--- config.mk ---
export PLATFORM = sky130hd
export DESIGN_NAME = sdram_memtest_top
export DESIGN_NICKNAME = d
export VERILOG_FILES = /design/src/hdl/uart_pkg.sv /design/src/hdl/memtest_pkg.sv /design/src/hdl/sdram_memtest_top.sv /design/src/hdl/uart_tx.sv /design/src/hdl/readback_checker.sv /design/src/hdl/burst_pattern.sv /design/src/hdl/memtest_ctrl.sv
export SDC_FILE = /design/constraint.sdc
export NUM_CORES = 1
export LEC_CHECK = 0
export BUFFER_PORTS_ARGS = -buffer_cell sky130_fd_sc_hd__buf_4
export CAP_MARGIN = 20
export CORE_MARGIN = 10
export CORE_UTILIZATION = 40
export DETAILED_ROUTE_END_ITERATION = 6
export GPL_TIMING_DRIVEN = 0
export PLACE_DENSITY = 0.66
export SLEW_MARGIN = 0
export SYNTH_ARGS = -nofsm -noshare
export SYNTH_HDL_FRONTEND = slang
export SYNTH_SLANG_ARGS = --single-unit
--- constraint.sdc ---
create_clock -name clk_133MHz_210 -period 5.07 [get_ports clk_133MHz_210]
set_input_delay 0.507 -clock clk_133MHz_210 [delete_from_list [all_inputs] [get_ports clk_133MHz_210]]
set_output_delay 0.507 -clock clk_133MHz_210 [all_outputs]
set_load 0.02 [all_outputs]
--- src/hdl/uart_pkg.sv ---
`default_nettype none

package uart_pkg;

    // 133.333 MHz / 115200 baud.
    localparam logic [10:0] BAUD_DIVISOR = 11'd1157;

    localparam int DATA_BITS = 8;   // LSB first on the wire.
    localparam int STOP_BITS = 2;

    // Start bit, data bits, stop bits.
    localparam int FRAME_BITS = 1 + DATA_BITS + STOP_BITS;

endpackage

`default_nettype wire

--- src/hdl/memtest_pkg.sv ---
`default_nettype none

package memtest_pkg;

    //////////////////// Memory port shape.
    localparam int ADDR_W = 24;                        // Bank(2) + row(13) + column(9).
    localparam int WORD_W = 16;                        // One SDRAM word.

    localparam logic [ADDR_W-1:0] BURST_WORDS = ADDR_W'(4);  // Words per burst.
    localparam int BYTES_PER_BURST = 8;                // Two bytes per word, high first.

    // Pattern rule. Lane k carries iteration count plus k.
    localparam logic [WORD_W-1:0] PATTERN_STEP = WORD_W'(1);

    //////////////////// Default run length.
    localparam logic [ADDR_W-1:0] DEFAULT_REGION_WORDS = ADDR_W'(384000);  // 480 x 800 frame.
    localparam int unsigned DEFAULT_PAUSE_CYCLES = 2222222;  // Roughly 16.7 ms at 133 MHz.

    // Tester FSM states.
    typedef enum logic [2:0] {
        ST_WRITE,    // Burst write, request held until done.
        ST_READ,     // Burst read back.
        ST_CHECK,    // Compare word of current byte.
        ST_SEND,     // Let the UART pick up the byte.
        ST_WAIT_TX,  // Frame on the wire.
        ST_PAUSE,    // Gap between bursts.
        ST_FAIL,     // Mismatch seen. Halt.
        ST_DONE      // Region finished. Halt.
    } memtest_state_e;

endpackage

`default_nettype wire
--- src/hdl/sdram_memtest_top.sv ---
`timescale 1ns/1ns
`default_nettype none

module sdram_memtest_top #(
    parameter logic [memtest_pkg::ADDR_W-1:0] REGION_WORDS = memtest_pkg::DEFAULT_REGION_WORDS,
    parameter int unsigned PAUSE_CYCLES = memtest_pkg::DEFAULT_PAUSE_CYCLES
) (
    input  wire                             clk_133MHz_210,
    input  wire                             rst_n,
    // Memory port.
    output wire                             mem_wr_req,
    output wire                             mem_rd_req,
    output wire  [memtest_pkg::ADDR_W-1:0]  mem_addr,
    output wire  [memtest_pkg::WORD_W-1:0]  mem_wdata0,
    output wire  [memtest_pkg::WORD_W-1:0]  mem_wdata1,
    output wire  [memtest_pkg::WORD_W-1:0]  mem_wdata2,
    output wire  [memtest_pkg::WORD_W-1:0]  mem_wdata3,
    input  wire                             mem_wr_done,
    input  wire                             mem_rd_done,
    input  wire  [memtest_pkg::WORD_W-1:0]  mem_rdata0,
    input  wire  [memtest_pkg::WORD_W-1:0]  mem_rdata1,
    input  wire  [memtest_pkg::WORD_W-1:0]  mem_rdata2,
    input  wire  [memtest_pkg::WORD_W-1:0]  mem_rdata3,
    // Status.
    output wire                             uart_txd,
    output wire                             err_led,
    output wire                             test_done
);

    wire       advance;     // ctrl to pattern.
    wire       last_burst;  // pattern to ctrl.
    wire [2:0] byte_idx;
    wire       word_ok;
    wire [7:0] tx_byte;
    wire       tx_start;
    wire       tx_busy;

    //////////////////// Sequencing.
    memtest_ctrl #(.PAUSE_CYCLES(PAUSE_CYCLES)) u_ctrl (
        .clk_133MHz_210 (clk_133MHz_210),
        .rst_n          (rst_n),
        .mem_wr_done    (mem_wr_done),
        .mem_rd_done    (mem_rd_done),
        .word_ok        (word_ok),
        .last_burst     (last_burst),
        .tx_busy        (tx_busy),
        .mem_wr_req     (mem_wr_req),
        .mem_rd_req     (mem_rd_req),
        .advance        (advance),
        .byte_idx       (byte_idx),
        .tx_start       (tx_start),
        .err_led        (err_led),
        .test_done      (test_done)
    );

    burst_pattern #(.REGION_WORDS(REGION_WORDS)) u_pattern (
        .clk_133MHz_210 (clk_133MHz_210),
        .rst_n          (rst_n),
        .advance        (advance),
        .mem_addr       (mem_addr),
        .mem_wdata0     (mem_wdata0),
        .mem_wdata1     (mem_wdata1),
        .mem_wdata2     (mem_wdata2),
        .mem_wdata3     (mem_wdata3),
        .last_burst     (last_burst)
    );

    //////////////////// Check and report.
    readback_checker u_checker (
        .clk_133MHz_210 (clk_133MHz_210),
        .rst_n          (rst_n),
        .mem_rd_done    (mem_rd_done),
        .mem_rdata0     (mem_rdata0),
        .mem_rdata1     (mem_rdata1),
        .mem_rdata2     (mem_rdata2),
        .mem_rdata3     (mem_rdata3),
        .mem_wdata0     (mem_wdata0),  // Expected values from the pattern.
        .mem_wdata1     (mem_wdata1),
        .mem_wdata2     (mem_wdata2),
        .mem_wdata3     (mem_wdata3),
        .byte_idx       (byte_idx),
        .word_ok        (word_ok),
        .tx_byte        (tx_byte)
    );

    uart_tx u_uart (
        .clk_133MHz_210 (clk_133MHz_210),
        .rst_n          (rst_n),
        .tx_start       (tx_start),
        .tx_byte        (tx_byte),
        .uart_txd       (uart_txd),
        .tx_busy        (tx_busy)
    );

endmodule

`default_nettype wire

--- src/hdl/uart_tx.sv ---
`timescale 1ns/1ns
`default_nettype none

module uart_tx (
    input  wire                          clk_133MHz_210,
    input  wire                          rst_n,
    input  wire                          tx_start,   // Load and go.
    input  wire  [uart_pkg::DATA_BITS-1:0] tx_byte,
    output logic                         uart_txd,   // Idles high.
    output logic                         tx_busy
);

    logic [uart_pkg::FRAME_BITS-1:0] frame_q;   // Bit 0 is on the wire.
    logic [10:0]                     baud_cnt;  // Cycles within a bit.
    logic [3:0]                      bit_cnt;   // Bit of frame.
    logic                            bit_end;

    assign bit_end = (baud_cnt == uart_pkg::BAUD_DIVISOR - 11'd1);

    always_ff @(posedge clk_133MHz_210 or negedge rst_n) begin
        if (!rst_n) begin
            frame_q  <= '1;
            baud_cnt <= 11'd0;
            bit_cnt  <= 4'd0;
            tx_busy  <= 1'b0;
        end else if (!tx_busy) begin
            if (tx_start) begin
                // Stop bits, data, start bit.
                frame_q  <= {{uart_pkg::STOP_BITS{1'b1}}, tx_byte, 1'b0};
                baud_cnt <= 11'd0;
                bit_cnt  <= 4'd0;
                tx_busy  <= 1'b1;
            end
        end else if (bit_end) begin
            baud_cnt <= 11'd0;
            if (bit_cnt == 4'(uart_pkg::FRAME_BITS - 1)) begin
                tx_busy  <= 1'b0;  // Last stop bit done.
            end else begin
                frame_q  <= {1'b1, frame_q[uart_pkg::FRAME_BITS-1:1]};  // Next bit onto the line.
                bit_cnt  <= bit_cnt + 4'd1;
            end
        end else begin
            baud_cnt <= baud_cnt + 11'd1;
        end
    end

    // Ones shift in behind the frame, so the line rests high.
    assign uart_txd = frame_q[0];

endmodule

`default_nettype wire

--- src/hdl/readback_checker.sv ---
`timescale 1ns/1ns
`default_nettype none

module readback_checker (
    input  wire                             clk_133MHz_210,
    input  wire                             rst_n,
    input  wire                             mem_rd_done,  // Capture strobe.
    input  wire  [memtest_pkg::WORD_W-1:0]  mem_rdata0,
    input  wire  [memtest_pkg::WORD_W-1:0]  mem_rdata1,
    input  wire  [memtest_pkg::WORD_W-1:0]  mem_rdata2,
    input  wire  [memtest_pkg::WORD_W-1:0]  mem_rdata3,
    input  wire  [memtest_pkg::WORD_W-1:0]  mem_wdata0,   // Expected lanes.
    input  wire  [memtest_pkg::WORD_W-1:0]  mem_wdata1,
    input  wire  [memtest_pkg::WORD_W-1:0]  mem_wdata2,
    input  wire  [memtest_pkg::WORD_W-1:0]  mem_wdata3,
    input  wire  [2:0]                      byte_idx,
    output logic                            word_ok,
    output logic [7:0]                      tx_byte
);

    logic [memtest_pkg::WORD_W-1:0] rd_word [memtest_pkg::BURST_WORDS];  // Captured burst.
    logic [memtest_pkg::WORD_W-1:0] wr_word [memtest_pkg::BURST_WORDS];
    logic [1:0]                     word_sel;
    logic [memtest_pkg::WORD_W-1:0] sel_word;

    //////////////////// Capture.
    always_ff @(posedge clk_133MHz_210 or negedge rst_n) begin
        if (!rst_n) begin
            rd_word <= '{default: '0};
        end else if (mem_rd_done) begin
            rd_word <= '{mem_rdata0, mem_rdata1, mem_rdata2, mem_rdata3};
        end
    end

    assign wr_word[0] = mem_wdata0;
    assign wr_word[1] = mem_wdata1;
    assign wr_word[2] = mem_wdata2;
    assign wr_word[3] = mem_wdata3;

    //////////////////// Select and compare.
    assign word_sel = byte_idx[2:1];    // Two bytes per word.
    assign sel_word = rd_word[word_sel];

    // Full word compare, not just the byte.
    assign word_ok = (sel_word == wr_word[word_sel]);

    // Even index takes the high byte.
    assign tx_byte = byte_idx[0] ? sel_word[7:0] : sel_word[memtest_pkg::WORD_W-1 -: 8];

endmodule

`default_nettype wire

--- src/hdl/burst_pattern.sv ---
`timescale 1ns/1ns
`default_nettype none

module burst_pattern #(
    parameter logic [memtest_pkg::ADDR_W-1:0] REGION_WORDS = memtest_pkg::DEFAULT_REGION_WORDS
) (
    input  wire                             clk_133MHz_210,
    input  wire                             rst_n,
    input  wire                             advance,     // Next burst.
    output logic [memtest_pkg::ADDR_W-1:0]  mem_addr,
    output logic [memtest_pkg::WORD_W-1:0]  mem_wdata0,
    output logic [memtest_pkg::WORD_W-1:0]  mem_wdata1,
    output logic [memtest_pkg::WORD_W-1:0]  mem_wdata2,
    output logic [memtest_pkg::WORD_W-1:0]  mem_wdata3,
    output logic                            last_burst
);

    logic [memtest_pkg::ADDR_W-1:0] burst_addr;  // First word of burst.
    logic [memtest_pkg::WORD_W-1:0] iter_cnt;    // Burst number, wraps.

    //////////////////// Counters.
    always_ff @(posedge clk_133MHz_210 or negedge rst_n) begin
        if (!rst_n) begin
            burst_addr <= '0;
            iter_cnt   <= '0;
        end else if (advance) begin
            burst_addr <= burst_addr + memtest_pkg::BURST_WORDS;  // Four-word step.
            iter_cnt   <= iter_cnt + memtest_pkg::PATTERN_STEP;
        end
    end

    assign mem_addr = burst_addr;

    // Each lane one step above the one before.
    // A lane swap then shows up as a mismatch.
    assign mem_wdata0 = iter_cnt;
    assign mem_wdata1 = mem_wdata0 + memtest_pkg::PATTERN_STEP;
    assign mem_wdata2 = mem_wdata1 + memtest_pkg::PATTERN_STEP;
    assign mem_wdata3 = mem_wdata2 + memtest_pkg::PATTERN_STEP;

    // Exact match on the last burst start.
    assign last_burst = (burst_addr == REGION_WORDS - memtest_pkg::BURST_WORDS);

endmodule

`default_nettype wire

--- src/hdl/memtest_ctrl.sv ---
`timescale 1ns/1ns
`default_nettype none

module memtest_ctrl #(
    parameter int unsigned PAUSE_CYCLES = memtest_pkg::DEFAULT_PAUSE_CYCLES
) (
    input  wire        clk_133MHz_210,
    input  wire        rst_n,
    input  wire        mem_wr_done,   // One-cycle pulse from memory.
    input  wire        mem_rd_done,   // One-cycle pulse, read data valid.
    input  wire        word_ok,       // Selected word matches.
    input  wire        last_burst,    // Final burst of the region.
    input  wire        tx_busy,
    output logic       mem_wr_req,    // Level, held until done.
    output logic       mem_rd_req,    // Level, held until done.
    output logic       advance,       // Step to next burst.
    output logic [2:0] byte_idx,      // Byte of burst being sent.
    output logic       tx_start,      // One-cycle pulse to UART.
    output logic       err_led,
    output logic       test_done
);

    memtest_pkg::memtest_state_e state;
    logic [31:0] pause_cnt;         // Cycles spent in pause.
    logic        last_byte;         // Byte 7 in flight.

    assign last_byte = (byte_idx == 3'(memtest_pkg::BYTES_PER_BURST - 1));

    always_ff @(posedge clk_133MHz_210 or negedge rst_n) begin
        if (!rst_n) begin
            state      <= memtest_pkg::ST_WRITE;
            mem_wr_req <= 1'b0;
            mem_rd_req <= 1'b0;
            advance    <= 1'b0;
            byte_idx   <= 3'd0;
            tx_start   <= 1'b0;
            err_led    <= 1'b0;
            test_done  <= 1'b0;
            pause_cnt  <= 32'd0;
        end else begin
            advance  <= 1'b0;  // Pulses by default.
            tx_start <= 1'b0;

            case (state)
                //////////////////// Memory access.
                memtest_pkg::ST_WRITE: begin
                    if (mem_wr_done) begin
                        mem_wr_req <= 1'b0;  // Drop on edge after done.
                        state      <= memtest_pkg::ST_READ;
                    end else begin
                        mem_wr_req <= 1'b1;
                    end
                end

                memtest_pkg::ST_READ: begin
                    if (mem_rd_done) begin
                        mem_rd_req <= 1'b0;
                        byte_idx   <= 3'd0;  // Checker captures this cycle.
                        state      <= memtest_pkg::ST_CHECK;
                    end else begin
                        mem_rd_req <= 1'b1;
                    end
                end

                //////////////////// Compare and send.
                memtest_pkg::ST_CHECK: begin
                    if (word_ok) begin
                        tx_start <= 1'b1;
                        state    <= memtest_pkg::ST_SEND;
                    end else begin
                        state <= memtest_pkg::ST_FAIL;  // Nothing sent for this word.
                    end
                end

                memtest_pkg::ST_SEND: begin
                    state <= memtest_pkg::ST_WAIT_TX;  // tx_busy up next cycle.
                end

                memtest_pkg::ST_WAIT_TX: begin
                    if (!tx_busy) begin
                        if (last_byte) begin
                            state <= memtest_pkg::ST_PAUSE;
                        end else begin
                            byte_idx <= byte_idx + 3'd1;
                            state    <= memtest_pkg::ST_CHECK;
                        end
                    end
                end

                //////////////////// Gap and wrap-up.
                memtest_pkg::ST_PAUSE: begin
                    if (pause_cnt == PAUSE_CYCLES - 1) begin
                        pause_cnt <= 32'd0;
                        if (last_burst) begin
                            state <= memtest_pkg::ST_DONE;
                        end else begin
                            advance <= 1'b1;  // New address lands with write request.
                            state   <= memtest_pkg::ST_WRITE;
                        end
                    end else begin
                        pause_cnt <= pause_cnt + 32'd1;
                    end
                end

                memtest_pkg::ST_FAIL: begin
                    err_led <= 1'b1;  // Stuck here until reset.
                end

                memtest_pkg::ST_DONE: begin
                    test_done <= 1'b1;
                end
            endcase
        end
    end

endmodule

`default_nettype wire

## After elaboration in Yosys (flattened, before gate mapping)

Index checks and enable logic that the tools add are counted.

| cells by class | value |
|---|---|
| eq/ne operators | 20 |
| $lt $le $gt $ge | 1 |
| bitwise gates (word level) | 1 |
| mux-type cells | 42 |
| reductions and logical operators | 7 |
| add/sub/neg operators | 8 |

Operator list:

| kind | count |
|---|---|
| two-way mux 11 bit | 7 |
| binary-select mux 16 bit (select 2 bit) | 2 |
| two-way mux 16 bit | 4 |
| adder 16 x 1 -> 16 bit, second input constant | 3 |
| adder 32 x 1 -> 32 bit, second input constant | 1 |
| == test 32 x 22 -> 1 bit, second input constant | 1 |
| two-way mux 32 bit | 1 |
| two-way mux 3 bit | 10 |
| adder 24 x 3 -> 24 bit, second input constant | 1 |
| == test 24 x 19 -> 1 bit, second input constant | 1 |
| case mux 3 bit (6 select lines) | 1 |
| == test 16 bit | 1 |
| two-way mux 4 bit | 4 |
| == test 3 bit, second input constant | 5 |
| inequality test 2 bit, second input constant | 6 |
| adder 11 x 1 -> 11 bit, second input constant | 1 |
| == test 11 bit, second input constant | 1 |
| two-way mux 1 bit | 11 |
| two-way mux 8 bit | 1 |
| == test 3 x 2 -> 1 bit, second input constant | 2 |
| case mux 3 bit (2 select lines) | 1 |
| nonzero test 6 bit | 1 |
| AND reduction 5 bit | 1 |
| adder 4 x 1 -> 4 bit, second input constant | 1 |
| other kinds (10) | 11 |

| word-level totals | value |
|---|---|
| register bits after elaboration | 175 |
| output and inout port bits | 93 |
| bits of input ports | 68 |

## Depth between registers and ports, before layout

Gate-level depths: netlist (run 1).

| logic depth | value |
|---|---|
| word-level depth | 9 |
| gate-level depth with buffers | 15 |

## By module

A second synthesis (run 1) with hierarchy kept.

| unflattened totals | value |
|---|---|
| cells, all modules | 874 |
| area total of the unflattened synthesis | 9910.8 um^2 |

By module, submodules not included:

| module | area an instance (um^2) | cells each | instances |
|---|---|---|---|
| readback_checker | 3387.0 | 204 | 1 |
| burst_pattern | 2832.7 | 317 | 1 |
| memtest_ctrl | 2331.0 | 228 | 1 |
| uart_tx | 1360.1 | 125 | 1 |

## Worst setup path after synthesis (run 1)

Ideal clock, no wire load.

| timing path | value |
|---|---|
| path kind | register to output |
| start point | register u_pattern.iter_cnt, in the netlist u_pattern.mem_wdata0[0] |
| end point | output mem_wdata3[15] (netlist name) |
| arrival time | 3.848 ns |
| buffers on the path | 1 |
| setup slack | 0.715 ns |
| cell stages (with the launch flop) | 12 |
| cell sequence | dfrtp_1 > clkbuf_1 > inv_1 > ha_1 > nor2_1 > and4_1 > o21bai_1 > xnor2_2 > nand4_1 > nor2_1 > and3_1 > xor2_1 |

| between the ends | value |
|---|---|
| longest elaborated chain between the ends | 3 |

Ends and longest elaborated chain:

| element | line | source |
|---|---|---|
| start, declared | burst_pattern.sv:19 | `logic [memtest_pkg::WORD_W-1:0] iter_cnt;` |
| start signal, assigned | burst_pattern.sv:28 | `iter_cnt <= iter_cnt + memtest_pkg::PATTERN_STEP;` |
| adder 16 x 1 -> 16 bit | burst_pattern.sv:37 | `assign mem_wdata1 = mem_wdata0 + memtest_pkg::PATTERN_STEP;` |
| net mem_wdata1 (one bit) | sdram_memtest_top.sv:15 | `output wire [memtest_pkg::WORD_W-1:0] mem_wdata1,` |
| adder 16 x 1 -> 16 bit | burst_pattern.sv:38 | `assign mem_wdata2 = mem_wdata1 + memtest_pkg::PATTERN_STEP;` |
| net mem_wdata2 (one bit) | sdram_memtest_top.sv:16 | `output wire [memtest_pkg::WORD_W-1:0] mem_wdata2,` |
| adder 16 x 1 -> 16 bit | burst_pattern.sv:39 | `assign mem_wdata3 = mem_wdata2 + memtest_pkg::PATTERN_STEP;` |
| end, declared | sdram_memtest_top.sv:17 | `output wire [memtest_pkg::WORD_W-1:0] mem_wdata3,` |

The timed path passes the listed nets, and every way through them passes these cells.

## Worst setup path after layout (run 1)

| timing path | value |
|---|---|
| start point | register u_pattern.iter_cnt, in the netlist u_pattern.mem_wdata0[0] |
| end point | output mem_wdata3[15] (netlist name) |

| between the ends | value |
|---|---|
| longest elaborated chain between the ends | 3 |

Ends and longest elaborated chain:

| element | line |
|---|---|
| adder 16 x 1 -> 16 bit | burst_pattern.sv:37 |
| adder 16 x 1 -> 16 bit | burst_pattern.sv:38 |
| adder 16 x 1 -> 16 bit | burst_pattern.sv:39 |

Every way passes these cells.

==> qor.csv, run 1 <==
metric,value,unit
status,finished clean,
grt_pass1_vias,8669,
wirelength,30.94,mm
rrSetupSlack,610,ps
critPathRequiredTime,4560,ps
portBuffers,158,
cts_sinks,171,
dr.pass1.iters,6,
setup_viol,0,
wl_per_cell,19.52,µm
drv_slew,0,
cp.arrival,4360,ps
p_int,2.230,mW
coreArea,25980,µm²
seqCellArea,4292,µm²
drv_cap,0,
crit_fanout,12,
skew,17.29,ps
finalHoldViolations,0,
cts_buffers,17,
layout_commonest_cell,buf_4,
clk_pin_slew,80,ps
post-route-drc-count,0,
fin_crit,4863,ps
first_iter_violations,758,
n_antenna_cell,0,
setup_tns,0,ps
rsz0062_at_grt,no,
synth_warnings,0,
crit_path_start_kind,flip-flop,
max_freq,0.2056,GHz
grt_overflow_total,0,
worst_pin_slew,862.8,ps
hold_path_class,input port to flip-flop,
die_w,182.4,µm
drive_gt1_frac,0.2720,
fillCellCount,2361,
area_growth,21.99,%
layout_common_cells,"buf_4, dfrtp_1, nand2_1",
die_area,33260,µm²
peakVddDrop,0.2036,mV
grt_antenna_before_repair,0,
p_per_area,237.6,nW/µm²
die_y,182.4,µm
switchingPower,826.4,µW
finalWeightedCongestion,0.9010,
start_util,0.4058,
grt_pass1_wl,48.78,mm
pwr-share-comb,0.079,
grt_usage,0.1807,
synth_area_leader_cell,dfrtp_1,
viasPerCell,5.663,
htreeDepth,4,
min_period_over_period,0.9591,
ys_ff_latch,171,
cts_root_buf,clkbuf_16,
clk_latency,440,ps
dp_hpwl,23.48,mm
synth.distinct_cells,90,
slew_headroom,0.4195,
synth_cells,1053,
cts_tree,done,
p_leak,5.603,nW
vias,8976,
multi_input_comb_area,5861,µm²
async_flop_share,1.000,
syn-cell-area,10550,µm²
synthTopCellsByArea,"dfrtp_1, xnor2_1, mux2_2, mux4_2, nand2_1",
io_pins,161,
antenna_left,0,
synthFlopType,dfrtp_1,
pwr-share-clk,0.449,
yosysSeqAreaShare,0.4069,
synth_edf_count,0,
avgSynthCellArea,10.01,µm²
grt_max_degree,119,
finalPower,3.057,mW
clockBufferDepth,2,
nets,1317,
synth_top_area_frac,0.3844,
core.rowCount,59,
path_class,flip-flop to output port,
switching_share,0.2704,
pwr-share-seq,0.471,
critical_path.endpoint_type,output port,
[cell usage after synthesis (8+ instances only)]
| library cell | number |
|---|---|
| nor2_1 | 56 |
| ha_1 | 12 |
| dfstp_2 | 9 |
| nand4_1 | 32 |
| mux2_2 | 66 |
| o31ai_1 | 12 |
| and2_1 | 13 |
| a21oi_1 | 35 |
| nor2b_1 | 10 |
| buf_4 | 10 |
| o21ai_0 | 52 |
| a31oi_1 | 15 |
| clkbuf_1 | 34 |
| nand3b_1 | 8 |
| nand2b_1 | 14 |
| inv_1 | 27 |
| and3_1 | 24 |
| nand2_1 | 96 |
| buf_1 | 10 |
| nor4_1 | 11 |
| dfrtp_1 | 162 |
| xnor2_1 | 89 |
| nor3_1 | 14 |
| mux4_2 | 16 |
| mux2i_1 | 13 |
| xor2_1 | 34 |
| nand3_1 | 43 |
[power groups by stage]
stage | Clock [mW] | Combinational, mW | Sequential, mW
after global placement | 0 | 0.235 | 1.46
final | 1.37 | 0.242 | 1.44
after detailed placement | 0 | 0.243 | 1.47
after floorplan | 0 | 0.133 | 1.46
after global routing | 1.46 | 0.261 | 1.45
after CTS | 1.40 | 0.244 | 1.44
[metrics by stage]
| step | worst slack [ps] | cells | util | hold WS (ps) | instance area [µm²] |
|---|---|---|---|---|---|
| after floorplan | 714.6 | 1054 | - | 211.4 | 10550 |
| after global placement | 227.2 | 1547 | 0.4677 | 464.1 | 12150 |
| after detailed placement | 178.1 | 1548 | 0.4691 | 455.3 | 12190 |
| after CTS | 122.1 | 1581 | 0.4938 | 271.8 | 12830 |
| after global routing | 2.031 | 1585 | 0.4950 | 268.9 | 12860 |
| final | 207.3 | 1585 | 0.4950 | 274.4 | 12860 |
[worst max-delay path, stage by stage (launching register included)]
cell and delay (ps):
dfrtp_2 520, clkbuf_2 330, inv_1 130, ha_1 440
nor2b_1 190, a2111oi_0 450, a211o_1 280, and3_1 190
buf_1 210, nand4_1 130, buf_4 190, nor2_2 190
and3_1 310, xor2_1 170, buf_4 160
[routing by layer]
metal  up-vias  track usage  routed length [µm]
li1       4178            -                   -
met1      4443       0.2466               13750
met2       311       0.2815               14510
met3        44      0.04135                2201
met4         0      0.04849                 482
met5         -            0                   0
[flip-flops by register name, summed over array words and instances, names as in the netlist, 3 cells and up]
signal                cells
u_checker.rd_word        64
u_ctrl.byte_idx           3
u_ctrl.pause_cnt         32
u_ctrl.state              3
u_pattern.mem_addr       22
u_pattern.mem_wdata0     16
u_uart.baud_cnt          11
u_uart.bit_cnt            4
u_uart.frame_q            9
[what timing repair did]
item                       CTS  global route
setup endpoints to repair    6             5
pin swaps                    0             1
hold endpoints to repair    53             0
hold buffers                 1             0
buffers inserted             0             4
gates resized for setup      3             1
[layout make-up]
| class | instances | share of cell area |
|---|---|---|
| plain buffers | 63 | 0.02325 |
| clock buffers | 17 | 0.03307 |
| clock inverters | 15 | 0.01566 |
| inverters | 28 | 0.008170 |
| multi-input cells | 792 | 0.4556 |
| flip-flops and latches | 171 | 0.3336 |
| well taps | 335 | 0.03258 |
| repair buffers | 164 | 0.09804 |
[path summary, 6_finish.rpt]
| kind | from | to | cells past startpoint |
|---|---|---|---|
| min in group asynchronous | rst_n | u_ctrl.pause_cnt[26] | 2 |
| setup / recovery | u_pattern.mem_wdata0[0] | mem_wdata3[15] | 14 |
| max in group asynchronous | rst_n | u_pattern.mem_wdata0[11] | 3 |
| hold / removal | mem_wr_done | u_ctrl.mem_wr_req | 2 |
| setup reg to reg | u_pattern.mem_wdata0[0] | u_ctrl.state[2] | 14 |
| hold reg to reg | u_ctrl.pause_cnt[28] | u_ctrl.pause_cnt[28] | 1 |
[logic make-up after synthesis]
logic type | Yosys count | synth area share
XOR/XNOR | 127 | 0.1103
buffers and inverters | 91 | 0.03821
AND/OR/NAND/NOR | 371 | 0.1926
flip-flops | 171 | 0.4069
AO/OA/AOI/OAI | 185 | 0.1204
other | 1 | 0.0003556
multiplexers | 95 | 0.1170
adder cells (fa/ha/maj) | 12 | 0.01424
(Power assumes the default switching activity.)
==> run 2: changes to the inputs <==
--- a/config.mk
+++ b/config.mk
@@ -12,7 +12,9 @@
 export DETAILED_ROUTE_END_ITERATION = 6
 export GPL_TIMING_DRIVEN = 0
 export PLACE_DENSITY = 0.66
+export RECOVER_POWER = 50
 export SLEW_MARGIN = 0
 export SYNTH_ARGS = -nofsm -noshare
 export SYNTH_HDL_FRONTEND = slang
+export SYNTH_HIERARCHICAL = 1
 export SYNTH_SLANG_ARGS = --single-unit
==> run 2 against run 1 <==
  * The flow now finishes with violations (max-capacitance violations, max-slew violations)
  * Synthesized area is 6.0% lower
  * Final cell count down 12%
  * Sequential power is 6% higher
  * Cell area is 4.6% lower
  * Worst hold slack improved by 1.1 ps
  * Synthesized cell count shrank 17%
  * Utilization grew 0.93 points
==> qor.csv, run 2 <==
metric,value,unit,change
crit_path_start_kind,flip-flop,,unchanged
hold_path_class,input port to flip-flop,,unchanged
max_stage_delay,550,ps,was 520 ps
synth_cells,874,,was 1053
n_antenna_cell,0,,unchanged
htreeDepth,4,,unchanged
failed_checks,"max-capacitance violations, max-slew violations",,
drv_slew,62,,was 0
synth_edf_count,0,,unchanged
post-route-drc-count,0,,unchanged
synth_warnings,6,,was 0
viasPerCell,5.416,,was 5.663
busiest_layer,met2,,unchanged
synth_area_leader_cell,dfrtp_1,,unchanged
cp_top_family,simple AND/OR/NAND/NOR gates,,was buffers and inverters
worst_pin_slew,3353,ps,was 862.8 ps
setup_tns,0,ps,unchanged
finalWeightedCongestion,0.8846,,was 0.9010
grt_pass1_wl,43.81,mm,was 48.78 mm
clockBufferDepth,2,,unchanged
cts_tree,done,,unchanged
cts_sinks,171,,unchanged
grtUsageMet2,0.2747,,was 0.2815
coreArea,24320,µm²,was 25980 µm²
wirelength,26.81,mm,was 30.94 mm
grt_overflow_total,0,,unchanged
path_class,flip-flop to flip-flop,,was flip-flop to output port
yosysSeqAreaShare,0.4329,,was 0.4069
p_leak,5.212,nW,was 5.603 nW
slowest_stage,mux4_2,,was dfrtp_2
use_met3,0.05780,,was 0.04135
grt_antenna_before_repair,0,,unchanged
whs,275.5,ps,was 274.4 ps
clk_pin_slew,70,ps,was 80 ps
crit_fanout,10,,was 12
cts_root_buf,clkbuf_16,,unchanged
grt_pass1_vias,7877,,was 8669
status,"finished, violations left",,was finished clean
critPathRequiredTime,5400,ps,was 4560 ps
regMostFlops,u_checker/rd_word,,was u_checker.rd_word
nets,1144,,was 1317
finalPower,3.494,mW,was 3.057 mW
peakVddDrop,0.1656,mV,was 0.2036 mV
layout_commonest_cell,dfrtp_1,,was buf_4
crit_buf_inv,3,,was 5
synth_top_area_frac,0.4090,,was 0.3844
met1_usage,0.2290,,was 0.2466
ctsHoldBuffers,0,,was 1
grt_max_degree,111,,was 119
async_flop_share,1.000,,unchanged
avgSynthCellArea,11.34,µm²,was 10.01 µm²
fin_crit,4879,ps,was 4863 ps
p_per_area,284.8,nW/µm²,was 237.6 nW/µm²
die_area,31470,µm²,was 33260 µm²
largest_reg_flops,64,,unchanged
die_y,177.4,µm,was 182.4 µm
core.rowCount,57,,was 59
yosysMostFrequentCell,dfrtp_1,,unchanged
dp_hpwl,20.37,mm,was 23.48 mm
portBuffers,158,,unchanged
min_period_over_period,0.9624,,was 0.9591
ys_ff_latch,171,,unchanged
clk_latency,430,ps,was 440 ps
slew_headroom,-1.236,,was 0.4195
cts_buffers,17,,unchanged
antenna_left,0,,unchanged
path_cells,buf_6 > clkinvlp_4 > ha_4 > nor4b_2 > o21ai_2 > or2_4 > o311ai_4 > buf_4 > nand4_1 > nor4_2 > xnor2_1 > mux4_2 > xnor2_1 > nand4_1 > nor4_4 > nor4b_4 > a211oi_1 > a31oi_1,,was clkbuf_2 > inv_1 > ha_1 > nor2b_1 > a2111oi_0 > a211o_1 > and3_1 > buf_1 > nand4_1 > buf_4 > nor2_2 > and3_1 > xor2_1 > buf_4
drive_gt1_frac,0.3498,,was 0.2720
synthFlopType,dfrtp_1,,unchanged
wl_per_cell,19.17,µm,was 19.52 µm
finalHoldViolations,0,,unchanged
first_iter_violations,540,,was 758
setup_viol,0,,unchanged
syn-cell-area,9911,µm²,was 10550 µm²
max_freq,0.2049,GHz,was 0.2056 GHz
die_w,177.4,µm,was 182.4 µm
area_growth,23.76,%,was 21.99%
synth.distinct_cells,74,,was 90
layout_common_cells,"dfrtp_1, buf_4, xnor2_1",,"was buf_4, dfrtp_1, nand2_1"
skew,11.08,ps,was 17.29 ps
critical_path.endpoint_type,flip-flop,,was output port
cp.arrival,5210,ps,was 4360 ps
vias,7577,,was 8976
grt_usage,0.1739,,was 0.1807
fillCellCount,2214,,was 2361
dr.pass1.iters,5,,was 6
drv_cap,1,,was 0
synth_commonest_cells,"dfrtp_1, xnor2_1, mux2_2, nand2_1, nor2_1",,"was dfrtp_1, nand2_1, xnor2_1, mux2_2, nor2_1"
synthTopCellsByArea,"dfrtp_1, mux2_2, xnor2_1, mux4_2, dfstp_2",,"was dfrtp_1, xnor2_1, mux2_2, mux4_2, nand2_1"
io_pins,161,,unchanged
start_util,0.4075,,was 0.4058
[run 2: cell count changes after synthesis, sizes merged, moves of 9 or more]
cell,previous run,this run
a21oi,35,12
a31oi,15,3
clkbuf,35,17
mux2,66,90
mux4,16,32
nand2,97,58
nand3,45,30
nor2,58,42
o21ai,58,17
xor2,34,25
[run 2: path summary, 6_finish.rpt]
check                                          to  slack, ps  cells after the start                    start
setup / recovery                  u_ctrl/state[0]        190                     18  u_pattern/mem_wdata0[0]
max in group asynchronous      u_uart/baud_cnt[1]       1970                      1                    rst_n
setup reg to reg                  u_ctrl/state[0]        190                     18  u_pattern/mem_wdata0[0]
hold reg to reg                 u_uart/frame_q[8]        460                      2        u_uart/frame_q[8]
hold / removal                  u_ctrl/mem_wr_req        280                      2              mem_wr_done
min in group asynchronous  u_pattern/mem_addr[12]       1200                      1                    rst_n
[run 2: report_power, final]
| part | internal, mW | total (mW) | switching (mW) |
|---|---|---|---|
| Clock | 0.743 | 1.30 | 0.557 |
| Combinational | 0.315 | 0.660 | 0.345 |
| Sequential | 1.46 | 1.53 | 0.0716 |
| Total | 2.52 | 3.49 | 0.974 |
[run 2: final cells by class]
class	count	area [µm²]	share of cell area
clock buffer	19	442.9	0.03611
tap	324	405.4	0.03305
timing repair buffer	169	1184	0.09650
inverter	33	131.4	0.01071
clock inverter	12	138.9	0.01132
multi-input combinational	626	5404	0.4406
buffer	45	264.0	0.02152
sequential	171	4295	0.3502
[run 2: cell families after synthesis]
family          Yosys count  share of synthesized area
compound gates           79                    0.05833
xor+xnor                122                     0.1078
fa+ha+maj                13                    0.01641
buf+inv                  78                    0.03775
flops                   171                     0.4329
mux                     128                     0.1810
other cells               1                  0.0003784
simple gates            282                     0.1654
[run 2: metrics by stage]
step	util	cells	instance area [µm²]	setup WS [ps]
CTS	0.5038	1392	12250	9.426
floorplan	-	875	9935	53.11
global placement	0.4739	1357	11530	-608.1
finish	0.5043	1399	12270	190.7
detailed placement	0.4754	1358	11560	-590.9
global route	0.5043	1399	12270	-59.05
[run 2: what timing repair did]
action                                  4_1_cts  5_1_grt
setup buffers                                 3        7
cloned                                        0        0
endpoints found under the setup margin        3        3
gates resized for setup                      17       16
pin swaps                                     2        4
[run 2: routing by layer]
layer,wire [µm],part of all wire
met4,232,0.0087
met5,0,0
met2,12340,0.46
met1,12000,0.45
met3,2243,0.084
==> run 3: changes to the inputs <==
--- a/config.mk
+++ b/config.mk
@@ -13,6 +13,7 @@
 export GPL_TIMING_DRIVEN = 0
 export PLACE_DENSITY = 0.66
 export RECOVER_POWER = 50
+export SKIP_CTS_REPAIR_TIMING = 1
 export SLEW_MARGIN = 0
 export SYNTH_ARGS = -nofsm -noshare
 export SYNTH_HDL_FRONTEND = slang
==> constraint.sdc (replaced) <==
create_clock -name clk_133MHz_210 -period 5.07 [get_ports clk_133MHz_210]
set_input_delay 1.014 -clock clk_133MHz_210 [delete_from_list [all_inputs] [get_ports clk_133MHz_210]]
set_output_delay 1.014 -clock clk_133MHz_210 [all_outputs]
set_load 0.02 [all_outputs]
==> run 3 against run 2 <==
  * The flow still finishes with violations (max-capacitance violations, max-slew violations)
  * Non-clock buffer count is 2 lower
  * Via count grew 0.26%
  * Clock-buffer cell count unchanged
  * Routed wire length down 0.25%
  * Cell area is 0.79% higher
  * Final cell count is 0.14% lower
  * Worst setup slack got worse by 18 ps
  * Critical path type unchanged
  * Highest routed layer unchanged
==> qor.csv, run 3 (synthesized netlist as in run 2, its figures left out) <==
metric,value,unit,change
nets,1142,,was 1144
grt_usage,0.1726,,was 0.1739
path_cells,buf_6 > nand3_4 > or3_1 > a211o_1 > a21bo_2 > or3_4 > xnor2_2 > or4_4 > xnor2_1 > mux4_2 > xnor2_2 > nand4_1 > nor4_4 > nor4b_4 > a211oi_1 > a31oi_1,,was buf_6 > clkinvlp_4 > ha_4 > nor4b_2 > o21ai_2 > or2_4 > o311ai_4 > buf_4 > nand4_1 > nor4_2 > xnor2_1 > mux4_2 > xnor2_1 > nand4_1 > nor4_4 > nor4b_4 > a211oi_1 > a31oi_1
clockBufferDepth,2,,unchanged
layout_common_cells,"buf_4, dfrtp_1, xnor2_1",,"was dfrtp_1, buf_4, xnor2_1"
largest_reg_flops,64,,unchanged
cts_sinks,171,,unchanged
core.rowCount,57,,unchanged
vias,7597,,was 7577
cts_buffers,17,,unchanged
cp_top_family,simple AND/OR/NAND/NOR gates,,unchanged
first_iter_violations,562,,was 540
hold_path_class,flip-flop to flip-flop,,was input port to flip-flop
slowest_stage,dfrtp_1,,was mux4_2
area_growth,24.73,%,was 23.76%
finalPower,3.502,mW,was 3.494 mW
min_period_over_period,0.9659,,was 0.9624
start_util,0.4075,,unchanged
met1_length,11.90,mm,was 12.00 mm
critical_path.endpoint_type,flip-flop,,unchanged
max_freq,0.2042,GHz,was 0.2049 GHz
peakVddDrop,0.1662,mV,was 0.1656 mV
die_y,177.4,µm,unchanged
skew,8.902,ps,was 11.08 ps
htreeDepth,4,,unchanged
worst_pin_slew,3354,ps,was 3353 ps
max_stage_delay,570,ps,was 550 ps
post-route-drc-count,0,,unchanged
fillCellCount,2186,,was 2214
p_per_area,283.3,nW/µm²,was 284.8 nW/µm²
drv_slew,62,,unchanged
setup_tns,0,ps,unchanged
clk_pin_slew,70,ps,about the same
reg2reg_from,u_pattern/mem_wdata0[2],,was u_pattern/mem_wdata0[0]
fin_crit,4897,ps,was 4879 ps
cp.arrival,5230,ps,was 5210 ps
post-route-util,0.5083,,was 0.5043
grt_max_degree,111,,unchanged
crit_fanout,10,,unchanged
drive_gt1_frac,0.3756,,was 0.3498
finalHoldViolations,0,,unchanged
crit_path_start_kind,flip-flop,,unchanged
grt_antenna_before_repair,0,,unchanged
status,"finished, violations left",,unchanged
rr_endpoint,u_ctrl/state[0],,unchanged
grt_pass1_wl,43.49,mm,was 43.81 mm
r2r_cells,16,,was 18
final_cells,1397,,was 1399
wl_met2,12.44,mm,was 12.34 mm
grt_overflow_total,0,,unchanged
setup_viol,0,,unchanged
coreArea,24320,µm²,unchanged
startpoint,u_pattern/mem_wdata0[2],,was u_pattern/mem_wdata0[0]
critPathRequiredTime,5400,ps,about the same
portBuffers,158,,unchanged
failed_checks,"max-capacitance violations, max-slew violations",,unchanged
path_common_cell,xnor2_2,,
n_antenna_cell,0,,unchanged
grt_pass1_vias,7834,,was 7877
antenna_left,0,,unchanged
routed.top_layer,met4,,unchanged
slew_headroom,-1.236,,about the same
clk_latency,420,ps,was 430 ps
wirelength,26.75,mm,was 26.81 mm
crit_end,u_ctrl/state[0],,unchanged
setup_ws,173.0,ps,was 190.7 ps
crit_buf_inv,1,,was 3
route.met3.wl,2.175,mm,was 2.243 mm
pre_cts_ws,-590.9,ps,unchanged
cts_root_buf,clkbuf_16,,unchanged
worstSetupPathDepth,16,,was 18
regMostFlops,u_checker/rd_word,,unchanged
dp_hpwl,20.37,mm,unchanged
drv_cap,1,,unchanged
rrSetupSlack,170,ps,was 190 ps
dp.cells,1358,,unchanged
layout_commonest_cell,buf_4,,was dfrtp_1
p_leak,5.328,nW,was 5.212 nW
die_area,31470,µm²,unchanged
dr.pass1.iters,5,,unchanged
finalWeightedCongestion,0.8846,,unchanged
io_pins,161,,unchanged
cts_tree,done,,unchanged
viasPerCell,5.438,,was 5.416
path_class,flip-flop to flip-flop,,unchanged
die_w,177.4,µm,unchanged
wl_per_cell,19.15,µm,was 19.17 µm
## run 3: power by group
| part | internal (mW) | switching, mW |
|---|---|---|
| Sequential | 1.46 | 0.0720 |
| Clock | 0.743 | 0.554 |
| Combinational | 0.325 | 0.346 |
## run 3: stage by stage
step | instance area (µm²) | hold slack, ps
6_report | 12360 | 464.0
3_3_place_gp | 11530 | 450.3
3_5_place_dp | 11560 | 458.0
5_1_grt | 12360 | 492.4
4_1_cts | 12140 | 466.0
2_1_floorplan | 9935 | 438.9
## run 3: worst min-delay path by stage
stage          slack [ps]  cells past startpoint               from                 to
2_1_floorplan         440                      2  u_uart/frame_q[8]  u_uart/frame_q[8]
3_3_place_gp          450                      2  u_uart/frame_q[8]  u_uart/frame_q[8]
3_5_place_dp          460                      2  u_uart/frame_q[8]  u_uart/frame_q[8]
4_1_cts               470                      2  u_uart/frame_q[8]  u_uart/frame_q[8]
5_1_grt               490                      2  u_uart/frame_q[8]  u_uart/frame_q[8]
6_report              460                      2  u_uart/frame_q[8]  u_uart/frame_q[8]
## run 3: area by class of cell
class                   count  area [µm²]  share of cell area
plain buffers              45       260.3             0.02105
clock buffers              19       442.9             0.03583
clock inverters            12       138.9             0.01123
inverters                  33       131.4             0.01063
multi-input cells         626        5420              0.4385
flip-flops and latches    171        4295              0.3475
well taps                 324       405.4             0.03279
repair buffers            167        1267              0.1025
## run 3: worst reg2reg max path: stages, from the launching register on
cell and delay [ps]:
dfrtp_1 570, buf_6 220, nand3_4 130, or3_1 370, a211o_1 340, a21bo_2 250, or3_4 380, xnor2_2 160
or4_4 560, xnor2_1 160, mux4_2 530, xnor2_2 160, nand4_1 150, nor4_4 330, nor4b_4 270, a211oi_1 80
a31oi_1 150
## run 3: layer usage
| layer | vias to the layer above | track usage |
|---|---|---|
| met3 | 22 | 0.05907 |
| met1 | 3825 | 0.2271 |
| li1 | 3542 | - |
| met4 | 0 | 0.03508 |
| met5 | - | 0 |
| met2 | 208 | 0.2707 |
